===== src/mem_pkg.sv =====
// shared types, operation codes and exception encodings for the memory stage, use by scoped name
package mem_pkg;

    typedef logic [31:0] word_t;
    typedef logic [3:0]  sel_t;
    typedef logic [7:0]  aluop_t;
    typedef logic [31:0] exc_flags_t;

    // one bus word, read by byte lane or by halfword lane
    typedef union packed {
        logic [3:0][7:0]  b;
        logic [1:0][15:0] h;
    } mem_word_t;

    // memory operation codes from execute
    localparam aluop_t OP_NOP = 8'b0000_0000;
    localparam aluop_t OP_LB  = 8'b1110_0000;
    localparam aluop_t OP_LH  = 8'b1110_0001;
    localparam aluop_t OP_LW  = 8'b1110_0011;
    localparam aluop_t OP_LBU = 8'b1110_0100;
    localparam aluop_t OP_LHU = 8'b1110_0101;
    localparam aluop_t OP_SB  = 8'b1110_1000;
    localparam aluop_t OP_SH  = 8'b1110_1001;
    localparam aluop_t OP_SW  = 8'b1110_1011;
    localparam aluop_t OP_LL  = 8'b1111_0000;
    localparam aluop_t OP_SC  = 8'b1111_1000;

    // bit positions in the execute exception flags
    localparam int SYSCALL_IDX     = 8;
    localparam int INSTINVALID_IDX = 9;
    localparam int TRAP_IDX        = 10;
    localparam int OVERFLOW_IDX    = 11;
    localparam int ERET_IDX        = 12;
    localparam int BREAK_IDX       = 13;
    localparam int ADEL_IDX        = 14;
    localparam int ADES_IDX        = 15;

    // final codes, as written to Cause.ExcCode
    localparam word_t EXC_NONE        = 32'h0000_0000;
    localparam word_t EXC_ADEL        = 32'h0000_0004;
    localparam word_t EXC_ADES        = 32'h0000_0005;
    localparam word_t EXC_SYSCALL     = 32'h0000_0008;
    localparam word_t EXC_BREAK       = 32'h0000_0009;
    localparam word_t EXC_INSTINVALID = 32'h0000_000a;
    localparam word_t EXC_OVERFLOW    = 32'h0000_000c;
    localparam word_t EXC_TRAP        = 32'h0000_000d;
    localparam word_t EXC_ERET        = 32'h0000_000e;

endpackage

===== src/mem_stage.sv =====
// memory-access stage top level, connects the align, link, exception and bus control blocks
`timescale 1ns/1ns

module mem_stage (
    input  logic                clk,
    input  logic                rst_i,

    // from execute
    input  mem_pkg::aluop_t     aluop_i,
    input  mem_pkg::word_t      mem_addr_i,
    input  mem_pkg::word_t      reg2_i,
    input  mem_pkg::exc_flags_t excepttype_i,

    // data bus responses
    input  mem_pkg::word_t      mem_data_i,
    input  logic                mem_data_valid_i,
    input  logic                mem_addr_ready_i,
    input  logic                mem_write_ready_i,

    // to write-back
    output mem_pkg::word_t      wdata_o,
    output mem_pkg::word_t      excepttype_o,

    // data bus requests
    output mem_pkg::word_t      mem_addr_o,
    output mem_pkg::word_t      mem_data_o,
    output mem_pkg::sel_t       mem_sel_o,
    output logic                mem_ce_o,
    output logic                mem_we_o,
    output logic                mem_re_o,

    output logic                stall_o
);

    mem_pkg::sel_t      load_sel;
    logic               load_ce;
    mem_pkg::sel_t      store_sel;
    logic               store_ce;
    mem_pkg::mem_word_t store_data;
    logic               sc_pass;
    mem_pkg::word_t     exc_code;
    logic               exc_taken;
    logic               advance;

    assign mem_addr_o   = mem_addr_i;
    assign mem_data_o   = store_data;
    assign excepttype_o = exc_code;

    load_align load_align_i (
        .aluop_i    (aluop_i),
        .addr_lo_i  (mem_addr_i[1:0]),
        .mem_data_i (mem_data_i),
        .sc_pass_i  (sc_pass),
        .wdata_o    (wdata_o),
        .load_sel_o (load_sel),
        .load_ce_o  (load_ce)
    );

    store_align store_align_i (
        .aluop_i      (aluop_i),
        .addr_lo_i    (mem_addr_i[1:0]),
        .reg2_i       (reg2_i),
        .sc_pass_i    (sc_pass),
        .store_data_o (store_data),
        .store_sel_o  (store_sel),
        .store_ce_o   (store_ce)
    );

    ll_link ll_link_i (
        .clk         (clk),
        .rst_i       (rst_i),
        .aluop_i     (aluop_i),
        .advance_i   (advance),
        .exc_taken_i (exc_taken),
        .sc_pass_o   (sc_pass)
    );

    except_resolve except_resolve_i (
        .excepttype_i (excepttype_i),
        .exc_code_o   (exc_code),
        .exc_taken_o  (exc_taken)
    );

    mem_req_ctrl mem_req_ctrl_i (
        .clk               (clk),
        .rst_i             (rst_i),
        .load_ce_i         (load_ce),
        .load_sel_i        (load_sel),
        .store_ce_i        (store_ce),
        .store_sel_i       (store_sel),
        .exc_taken_i       (exc_taken),
        .mem_addr_ready_i  (mem_addr_ready_i),
        .mem_data_valid_i  (mem_data_valid_i),
        .mem_write_ready_i (mem_write_ready_i),
        .mem_ce_o          (mem_ce_o),
        .mem_we_o          (mem_we_o),
        .mem_re_o          (mem_re_o),
        .mem_sel_o         (mem_sel_o),
        .stall_o           (stall_o),
        .advance_o         (advance)
    );

    // odd halfword address must come with an address error from execute
    a_half_aligned: assert property (@(posedge clk) disable iff (rst_i)
        ((aluop_i == mem_pkg::OP_LH || aluop_i == mem_pkg::OP_LHU) && mem_addr_i[0])
        |-> excepttype_i[mem_pkg::ADEL_IDX])
        else $error("misaligned halfword load without address error");

endmodule


===== src/mem_req_ctrl.sv =====
// data bus strobes, read request filter and memory stall request
`timescale 1ns/1ns

module mem_req_ctrl (
    input  logic          clk,
    input  logic          rst_i,
    input  logic          load_ce_i,
    input  mem_pkg::sel_t load_sel_i,
    input  logic          store_ce_i,
    input  mem_pkg::sel_t store_sel_i,
    input  logic          exc_taken_i,
    input  logic          mem_addr_ready_i,
    input  logic          mem_data_valid_i,
    input  logic          mem_write_ready_i,
    output logic          mem_ce_o,
    output logic          mem_we_o,
    output logic          mem_re_o,
    output mem_pkg::sel_t mem_sel_o,
    output logic          stall_o,
    output logic          advance_o
);

    logic load_ok;
    logic store_ok;
    logic addr_taken_q;

    // an exception kills the access before it reaches the bus
    assign load_ok  = load_ce_i & ~exc_taken_i;
    assign store_ok = store_ce_i & ~exc_taken_i;

    assign mem_ce_o  = load_ok | store_ok;
    assign mem_we_o  = store_ok;
    assign mem_sel_o = store_ok ? store_sel_i : (load_ok ? load_sel_i : 4'b0000);

    // read request drops once the bus has latched the address
    assign mem_re_o = load_ok & ~addr_taken_q;

    always_ff @(posedge clk)
    begin
        if (rst_i)
        begin
            addr_taken_q <= 1'b0;
        end
        else if (mem_data_valid_i)
        begin
            // data back, ready for the next read
            addr_taken_q <= 1'b0;
        end
        else if (mem_addr_ready_i && mem_re_o)
        begin
            addr_taken_q <= 1'b1;
        end
    end

    assign stall_o   = (store_ok & ~mem_write_ready_i) | (load_ok & ~mem_data_valid_i);
    assign advance_o = ~stall_o;

    a_we_re_excl: assert property (@(posedge clk) disable iff (rst_i)
        !(mem_we_o && mem_re_o))
        else $error("read and write strobes high together");

    a_sel_on_ce: assert property (@(posedge clk) disable iff (rst_i)
        mem_ce_o |-> (mem_sel_o != 4'b0000))
        else $error("bus enabled with no byte lane selected");

endmodule


===== src/except_resolve.sv =====
// fixed-priority selection of the final exception code from the execute flags
`timescale 1ns/1ns

module except_resolve (
    input  mem_pkg::exc_flags_t excepttype_i,
    output mem_pkg::word_t      exc_code_o,
    output logic                exc_taken_o
);

    always_comb
    begin
        exc_code_o = mem_pkg::EXC_NONE;
        if (excepttype_i[mem_pkg::SYSCALL_IDX])
        begin
            exc_code_o = mem_pkg::EXC_SYSCALL;
        end
        else if (excepttype_i[mem_pkg::BREAK_IDX])
        begin
            exc_code_o = mem_pkg::EXC_BREAK;
        end
        else if (excepttype_i[mem_pkg::INSTINVALID_IDX])
        begin
            exc_code_o = mem_pkg::EXC_INSTINVALID;
        end
        else if (excepttype_i[mem_pkg::TRAP_IDX])
        begin
            exc_code_o = mem_pkg::EXC_TRAP;
        end
        else if (excepttype_i[mem_pkg::OVERFLOW_IDX])
        begin
            exc_code_o = mem_pkg::EXC_OVERFLOW;
        end
        else if (excepttype_i[mem_pkg::ADEL_IDX])
        begin
            exc_code_o = mem_pkg::EXC_ADEL;
        end
        else if (excepttype_i[mem_pkg::ADES_IDX])
        begin
            exc_code_o = mem_pkg::EXC_ADES;
        end
        else if (excepttype_i[mem_pkg::ERET_IDX])
        begin
            // eret is handled as an exception by the CP0 logic
            exc_code_o = mem_pkg::EXC_ERET;
        end
    end

    assign exc_taken_o = (exc_code_o != mem_pkg::EXC_NONE);

endmodule


===== src/ll_link.sv =====
// link bit for the load-linked / store-conditional pair
`timescale 1ns/1ns

module ll_link (
    input  logic            clk,
    input  logic            rst_i,
    input  mem_pkg::aluop_t aluop_i,
    input  logic            advance_i,
    input  logic            exc_taken_i,
    output logic            sc_pass_o
);

    logic link_q;

    // only moves on the edge that retires the instruction
    always_ff @(posedge clk)
    begin
        if (rst_i)
        begin
            link_q <= 1'b0;
        end
        else if (advance_i)
        begin
            if ((aluop_i == mem_pkg::OP_LL) && !exc_taken_i)
            begin
                link_q <= 1'b1;
            end
            else if (aluop_i == mem_pkg::OP_SC)
            begin
                // any sc consumes the link, pass or fail
                link_q <= 1'b0;
            end
        end
    end

    assign sc_pass_o = (aluop_i == mem_pkg::OP_SC) && link_q;

endmodule


===== src/store_align.sv =====
// store data replication into byte lanes and store byte selects
`timescale 1ns/1ns

module store_align (
    input  mem_pkg::aluop_t    aluop_i,
    input  logic [1:0]         addr_lo_i,
    input  mem_pkg::word_t     reg2_i,
    input  logic               sc_pass_i,
    output mem_pkg::mem_word_t store_data_o,
    output mem_pkg::sel_t      store_sel_o,
    output logic               store_ce_o
);

    always_comb
    begin
        store_data_o = '0;
        store_sel_o  = 4'b0000;
        store_ce_o   = 1'b0;
        case (aluop_i)
            mem_pkg::OP_SB:
            begin
                // same byte on every lane, select picks one
                store_data_o.b = {4{reg2_i[7:0]}};
                store_sel_o    = mem_pkg::sel_t'(4'b0001 << addr_lo_i);
                store_ce_o     = 1'b1;
            end
            mem_pkg::OP_SH:
            begin
                store_data_o.h = {2{reg2_i[15:0]}};
                store_sel_o    = addr_lo_i[1] ? 4'b1100 : 4'b0011;
                store_ce_o     = 1'b1;
            end
            mem_pkg::OP_SW:
            begin
                store_data_o = reg2_i;
                store_sel_o  = 4'b1111;
                store_ce_o   = 1'b1;
            end
            mem_pkg::OP_SC:
            begin
                // failed sc leaves memory alone
                if (sc_pass_i)
                begin
                    store_data_o = reg2_i;
                    store_sel_o  = 4'b1111;
                    store_ce_o   = 1'b1;
                end
            end
            default:
            begin
            end
        endcase
    end

endmodule


===== src/load_align.sv =====
// load lane steering and extension, plus load byte selects and the write-back value
`timescale 1ns/1ns

module load_align (
    input  mem_pkg::aluop_t    aluop_i,
    input  logic [1:0]         addr_lo_i,
    input  mem_pkg::mem_word_t mem_data_i,
    input  logic               sc_pass_i,
    output mem_pkg::word_t     wdata_o,
    output mem_pkg::sel_t      load_sel_o,
    output logic               load_ce_o
);

    logic [7:0]  byte_lane;
    logic [15:0] half_lane;
    mem_pkg::sel_t byte_sel;
    mem_pkg::sel_t half_sel;

    // lane picks, halfword uses only address bit 1
    assign byte_lane = mem_data_i.b[addr_lo_i];
    assign half_lane = mem_data_i.h[addr_lo_i[1]];
    assign byte_sel  = mem_pkg::sel_t'(4'b0001 << addr_lo_i);
    assign half_sel  = addr_lo_i[1] ? 4'b1100 : 4'b0011;

    always_comb
    begin
        wdata_o    = '0;
        load_sel_o = 4'b0000;
        load_ce_o  = 1'b0;
        case (aluop_i)
            mem_pkg::OP_LB,
            mem_pkg::OP_LBU:
            begin
                wdata_o    = {{24{byte_lane[7] & (aluop_i == mem_pkg::OP_LB)}}, byte_lane};
                load_sel_o = byte_sel;
                load_ce_o  = 1'b1;
            end
            mem_pkg::OP_LH,
            mem_pkg::OP_LHU:
            begin
                wdata_o    = {{16{half_lane[15] & (aluop_i == mem_pkg::OP_LH)}}, half_lane};
                load_sel_o = half_sel;
                load_ce_o  = 1'b1;
            end
            mem_pkg::OP_LW,
            mem_pkg::OP_LL:
            begin
                wdata_o    = mem_data_i;
                load_sel_o = 4'b1111;
                load_ce_o  = 1'b1;
            end
            mem_pkg::OP_SC:
            begin
                // success flag goes back to rt
                wdata_o = {31'd0, sc_pass_i};
            end
            default:
            begin
            end
        endcase
    end

endmodule


===== config.mk =====
export PLATFORM = sky130hd
export DESIGN_NAME = mem_stage
export DESIGN_NICKNAME = d
export VERILOG_FILES = /design/src/mem_pkg.sv /design/src/mem_stage.sv /design/src/mem_req_ctrl.sv /design/src/except_resolve.sv /design/src/ll_link.sv /design/src/store_align.sv /design/src/load_align.sv
export SDC_FILE = /design/constraint.sdc
export NUM_CORES = 1
export LEC_CHECK = 0
export ABC_AREA = 0
export BUFFER_PORTS_ARGS = -buffer_cell sky130_fd_sc_hd__buf_2
export CORE_AREA = 4 4 105 107
export CTS_CLUSTER_DIAMETER = 50
export DETAILED_ROUTE_END_ITERATION = 10
export DIE_AREA = 0 0 109 111
export PLACE_DENSITY = 0.64
export SYNTH_ARGS = -nofsm -noshare
export SYNTH_HDL_FRONTEND = slang
export SYNTH_SLANG_ARGS = --single-unit

===== constraint.sdc =====
create_clock -name clk -period 3.3 [get_ports clk]
set_input_delay 0 -clock clk [delete_from_list [all_inputs] [get_ports clk]]
set_output_delay 0 -clock clk [all_outputs]
set_load 0.01 [all_outputs]

* After elaboration in Yosys (flattened, before gate mapping)
Cells that the tools add are included.
** Cells by class
- Equal/unequal tests :: 10
- Reductions and logical operators :: 13
- Bitwise logic cells :: 14
- Mux-type cells :: 26
- Shifts and indexed selects :: 1
- $lt $le $gt $ge :: 2
** Operators by type and width (number)
- $mux W32 :: 8
- $pmux W32 S4 :: 2
- $eq A8 B8 Y1 const B :: 10
- $mux W16 :: 2
- $reduce_bool A32 Y1 :: 1
- $mux W4 :: 5
- $bmux W8 S2 :: 1
- $pmux W4 S4 :: 1
- $pmux W4 S3 :: 1
- $mux W8 :: 1
- $reduce_or A2 Y1 :: 4
- $and A1 B1 Y1 :: 7
- $reduce_or A6 Y1 :: 1
- $not A1 Y1 :: 5
- $mux W1 :: 4
- $shl A1 B2 Y4 const A :: 1
- $logic_and A1 B1 Y1 :: 3
- $lt A2 B3 Y1 const B :: 1
- $reduce_or A3 Y1 :: 1
- $lt A1 B2 Y1 const B :: 1
- $or A1 B1 Y1 :: 2
- $pmux W1 S2 :: 1
- $reduce_and A2 Y1 :: 1
- $reduce_bool A2 Y1 :: 1
- $logic_not A1 Y1 :: 1
** Word-level totals
- Bits in registers :: 2
- Logic and storage cells :: 68
- Bits of input ports :: 141
- Output and inout port bits :: 136

* Logic depth before layout (Yosys ltp)
- Word-level depth :: 15
- Mapped depth :: 7
- Gate-level depth less buffers :: 5

* Hierarchy
Synthesis repeated with hierarchy kept, for this count alone.
** Unflattened totals
- Cells, all modules :: 319
- Area total of the unflattened synthesis :: 2294.7 um^2
** By module, submodules not included
- load_align :: area an instance 812.0 um^2, cells each 91, times used 1, sequential area each 0.0 um^2
- store_align :: area an instance 659.4 um^2, cells each 116, times used 1, sequential area each 0.0 um^2
- except_resolve :: area an instance 305.3 um^2, cells each 44, times used 1, sequential area each 0.0 um^2
- mem_stage :: area an instance 240.2 um^2, cells each 32, times used 1, sequential area each 0.0 um^2
- mem_req_ctrl :: area an instance 188.9 um^2, cells each 26, times used 1, sequential area each 20.0 um^2
- ll_link :: area an instance 88.8 um^2, cells each 10, times used 1, sequential area each 20.0 um^2

* Worst setup path before layout
OpenSTA, ideal clock, no wires.
- Path kind :: input -> output
- Start :: in excepttype_i[10]
- End :: out mem_sel_o[0]
- Buffers on the path :: 1
- Data required time :: 3.300 ns
- Cell stages on the path :: 5
- Arrival :: 1.456 ns
- Setup slack :: 1.844 ns
- Cells stage by stage :: or3_4 -> or4_4 -> buf_6 -> a21o_4 -> o22ai_1
** On the way
- Longest elaborated chain between the ends :: 9
- Elaborated cells between the ends (all ways) :: 10
- Those cells by class :: mux: 6; bitwise: 3; reduce/logical: 1
** RTL lines
- start: declaration :: RTL line mem_stage.sv:12 : input mem_pkg::exc_flags_t excepttype_i,
- $mux W32 * :: RTL line except_resolve.sv:25 : else if (excepttype_i[mem_pkg::TRAP_IDX])
- $mux W32 * :: RTL line except_resolve.sv:21 : else if (excepttype_i[mem_pkg::INSTINVALID_IDX])
- $mux W32 * :: RTL line except_resolve.sv:17 : else if (excepttype_i[mem_pkg::BREAK_IDX])
- $mux W32 * :: RTL line except_resolve.sv:13 : if (excepttype_i[mem_pkg::SYSCALL_IDX])
- $reduce_bool A32 Y1 * :: RTL line except_resolve.sv:48 : assign exc_taken_o = (exc_code_o != mem_pkg::EXC_NONE);
- $not A1 Y1 * :: RTL line mem_req_ctrl.sv:28, mem_req_ctrl.sv:29
- $and A1 B1 Y1 :: RTL line mem_req_ctrl.sv:28 : assign load_ok = load_ce_i & ~exc_taken_i;
- $mux W4 :: RTL line mem_req_ctrl.sv:33 : assign mem_sel_o = store_ok ? store_sel_i : (load_ok ? load_sel_i : 4'b0000);
- $mux W4 * :: RTL line mem_req_ctrl.sv:33
- end: declaration :: RTL line mem_stage.sv:27 : output mem_pkg::sel_t mem_sel_o,
Every way passes the cells marked *; elsewhere a longest branch is shown, timed or not.

* Final worst setup path
- Start :: in aluop_i[0]
- End :: out wdata_o[7]
** On the way
- Longest elaborated chain between the ends :: 3
- Elaborated cells between the ends (all ways) :: 11
- Those cells by class :: eq/ne: 7; mux: 1; reduce/logical: 3
** RTL lines
- start: declaration :: RTL line mem_stage.sv:9 : input mem_pkg::aluop_t aluop_i,
- $eq A8 B8 Y1 :: RTL line load_align.sv:30 : case (aluop_i)
- $reduce_or A2 Y1
- $pmux W32 S4 * :: RTL line load_align.sv:30
- end: declaration :: RTL line mem_stage.sv:21 : output mem_pkg::word_t wdata_o,
Marks and branches as above.

==> metrics.log <==
INFO  metric timing.clock.skew = 0 ps
INFO  metric worst_setup_path_start_kind = primary input
INFO  metric finalMaxSlewViolations = 0
INFO  metric path_buf_inv = 3
INFO  metric post_cts_hold_buffer_count = 0
INFO  metric timing.final.hold_violations = 0
INFO  metric p_clk_frac = 0.316
INFO  metric dieHeight = 111 microns
INFO  metric cts_post_setup_buffers_inserted = 0
INFO  metric drt-initial-drc-count = 187
INFO  metric max-slew-margin-rel = 0.287
INFO  metric synth_area_leaders = buf_4 23%, mux4_2 9.1%, a22o_1 7.5%
INFO  metric row_count = 37
INFO  metric final.setup.worst_slack = 1130 ps
INFO  metric finalCritPeriodShare = 0.659
INFO  metric crit_path_max_incr_delay = 670 ps
INFO  metric cts_tree = done
INFO  metric ir_worst_vdd = 237 uV
INFO  metric grt_antenna_before_repair = 0
INFO  metric cp_data_arrival_time = 2170 ps
INFO  metric synthesis.area = 0.00198 sq mm
INFO  metric grt_start_max_net_pins = 21
INFO  metric clock-sinks = 2
INFO  metric fillCellCount = 1,159
INFO  metric yosys.area.top_type = buf_4
INFO  metric total_routing_usage_gr = 0.122
INFO  metric finish.cell_count_without_fillers = 522
INFO  metric synthToLayoutAreaGrowth = 31.2%
INFO  metric worst_skew_pair.late_latency = 200 ps
INFO  metric worst-endpoint-required = 3300 ps
INFO  metric start_util = 0.196
INFO  metric critical_path_peak_fanout = 20
INFO  metric first_pass_grt_wire_length = 12,200 microns
INFO  metric drive_above_1_share = 0.487
INFO  metric endpoint_kind = output pin
INFO  metric yosysWarningCount = 0
INFO  metric synth-async-reset-ratio = 0
INFO  metric combinationalPowerShare = 0.601
INFO  metric cap_viol_max_count = 0
INFO  metric cpMaxStageDelayCell = o211ai_2
INFO  metric top_cell_by_count_worst_path = buf_2
INFO  metric route.final.wire_length = 8120 microns
INFO  metric timing.fmax = 0.460 GHz
INFO  metric power.sequential.fraction = 0.083
INFO  metric first_pass_iters = 4
INFO  metric vias_per_cell = 4.62
INFO  metric avgSynthCellArea = 7.46 sq um
INFO  metric clk_path_buf_depth = 2
INFO  metric worst-slew-pin-transition = 1070 ps
INFO  metric synthFlopType = dfxtp_1
INFO  metric hold_path_class = in -> out
INFO  metric numCtsBuffers = 3
INFO  metric yosys_register_bits = 2
INFO  metric outcome = finished, final reports clean
INFO  metric number_of_global_route_vias_before_repair = 2,332
INFO  metric setup_viol_count_final = 0
INFO  metric gp_routability_congestion = 0.852
INFO  metric htree_levels = 1
INFO  metric crit_type = in -> out
INFO  metric ioPinCount = 277
INFO  metric sw_frac_of_total = 0.390
INFO  metric cpLargestDelayFamily = compound AO/OA/AOI/OAI gates
INFO  metric tns = 0 ps
INFO  metric most-common-layout-cells = 164 x buf_2, 28 x conb_1, 17 x a22o_1, 17 x nor2_1
INFO  metric top_cell_type_s_share_of_synthesized_area = 0.231
INFO  metric p_per_area = 113 mW/mm^2
INFO  metric ant_nets = 0
INFO  metric seqCellArea = 40.0 sq um
INFO  metric cellLeakagePower = 1.54 nW
INFO  metric preCtsSetupSlack = 1120 ps
INFO  metric rsz0062_at_grt = no
INFO  metric dp_cells = 519
INFO  metric synthDistinctLibCells = 48
INFO  metric detailroute.via_count = 2,414
INFO  metric remaining_drc_errors = 0
INFO  metric placement.io_buffers = 164
INFO  metric ordered_list_of_cells_on_the_worst_path = buf_2 > nand2b_1 > or3_1 > o211ai_2 > a222oi_1 > inv_1 > buf_2
INFO  metric layout.nets = 529
INFO  metric syn-instance-count = 266
INFO  metric yosysSeqAreaShare = 0.0202
INFO  metric coreArea = 0.0101 sq mm
INFO  metric multi_input_area = 0.00147 sq mm
INFO  metric area_enclosed_by_the_die_boundary = 0.0121 sq mm
INFO  metric wl_per_cell = 15.6 microns
INFO  metric layout_commonest_cell = buf_2
INFO  metric cts.root.buffer_cell = clkbuf_8
INFO  metric internal_portion_of_total_power = 0.179 mW
INFO  metric synth-edff-count = 0
INFO  metric postCtsResizedCells = 0
INFO  metric total_switching_power = 0.114 mW
INFO  metric dpl.hpwl = 6770 microns
INFO  metric antennaDiodeCount = 0
INFO  metric final_critical_path_required_period = 2170 ps
INFO  metric fp.dieW = 109 microns
INFO  metric globalRouteOverflowTotal = 0
-- power by group through the flow --
stage          clock network [mW]  registers (mW)  logic [mW]
2_1_floorplan                   0          0.0247       0.149
3_3_place_gp                    0          0.0247       0.170
3_5_place_dp                    0          0.0247       0.175
4_1_cts                    0.0954          0.0244       0.175
5_1_grt                    0.0989          0.0244       0.194
6_report                   0.0927          0.0244       0.176
-- metrics by stage --
stage	cell area (sq um)	util	total power, mW	hold slack, ps
global placement	2560	0.252	0.195	0.0686
finish	2600	0.257	0.293	0.00345
detailed placement	2560	0.252	0.199	0.0686
floorplan	2080	-	0.174	47.5
CTS	2600	0.257	0.295	0.0686
global route	2600	0.257	0.317	0.0150
-- registers in the layout, indices dropped and copies added, names as in the netlist --
signal	cells
ll_link_i.link_q	1
mem_req_ctrl_i.addr_taken_q	1
-- path summary, 6_finish.rpt --
| kind | from | to | slack [ps] | cells after the start |
|---|---|---|---|---|
| setup / recovery | aluop_i[0] | wdata_o[7] | 1130 | 7 |
| hold reg to reg | mem_req_ctrl_i.addr_taken_q$_SDFFE_PP0P_ | mem_req_ctrl_i.addr_taken_q$_SDFFE_PP0P_ | 450 | 2 |
| hold / removal | mem_addr_i[5] | mem_addr_o[5] | 0.003 | 0 |
| setup reg to reg | ll_link_i.link_q$_SDFFE_PP0P_ | ll_link_i.link_q$_SDFFE_PP0P_ | 1830 | 5 |
-- kinds of logic (layout without fill, tap and decap cells) --
| logic type | Yosys count | in the layout | synth area share |
|---|---|---|---|
| and+or+nand+nor | 76 | 76 | 0.218 |
| muxes | 17 | 17 | 0.136 |
| AOI/OAI and AO/OA | 83 | 83 | 0.336 |
| buffers and inverters | 87 | 180 | 0.288 |
| DFF | 2 | 2 | 0.0202 |
| other | 1 | 28 | 0.00189 |
-- synthesized netlist by cell type, types with 7 or more instances --
| cell type | n |
|---|---|
| a21o_1 | 16 |
| buf_2 | 7 |
| and2_1 | 8 |
| nand2_1 | 16 |
| a222oi_1 | 7 |
| buf_4 | 61 |
| mux2i_1 | 9 |
| nor2_1 | 17 |
| mux4_2 | 8 |
| inv_1 | 11 |
| a221o_1 | 9 |
| o21ai_0 | 9 |
| a22o_1 | 17 |
-- cell type report --
cell class	instances	share of cell area
repair buffers	166	0.321
flip-flops and latches	2	0.0154
well taps	136	0.0654
clock buffers	3	0.0159
multi-input cells	204	0.566
inverters	11	0.0159
-- routing by layer --
metal / track usage / share of wire
met1: 0.161 / 0.41
met2: 0.209 / 0.51
met3: 0.0140 / 0.068
met4: 0.0261 / 0.014
met5: 0 / 0
No activity file was read; power rests on OpenSTA's default activity.
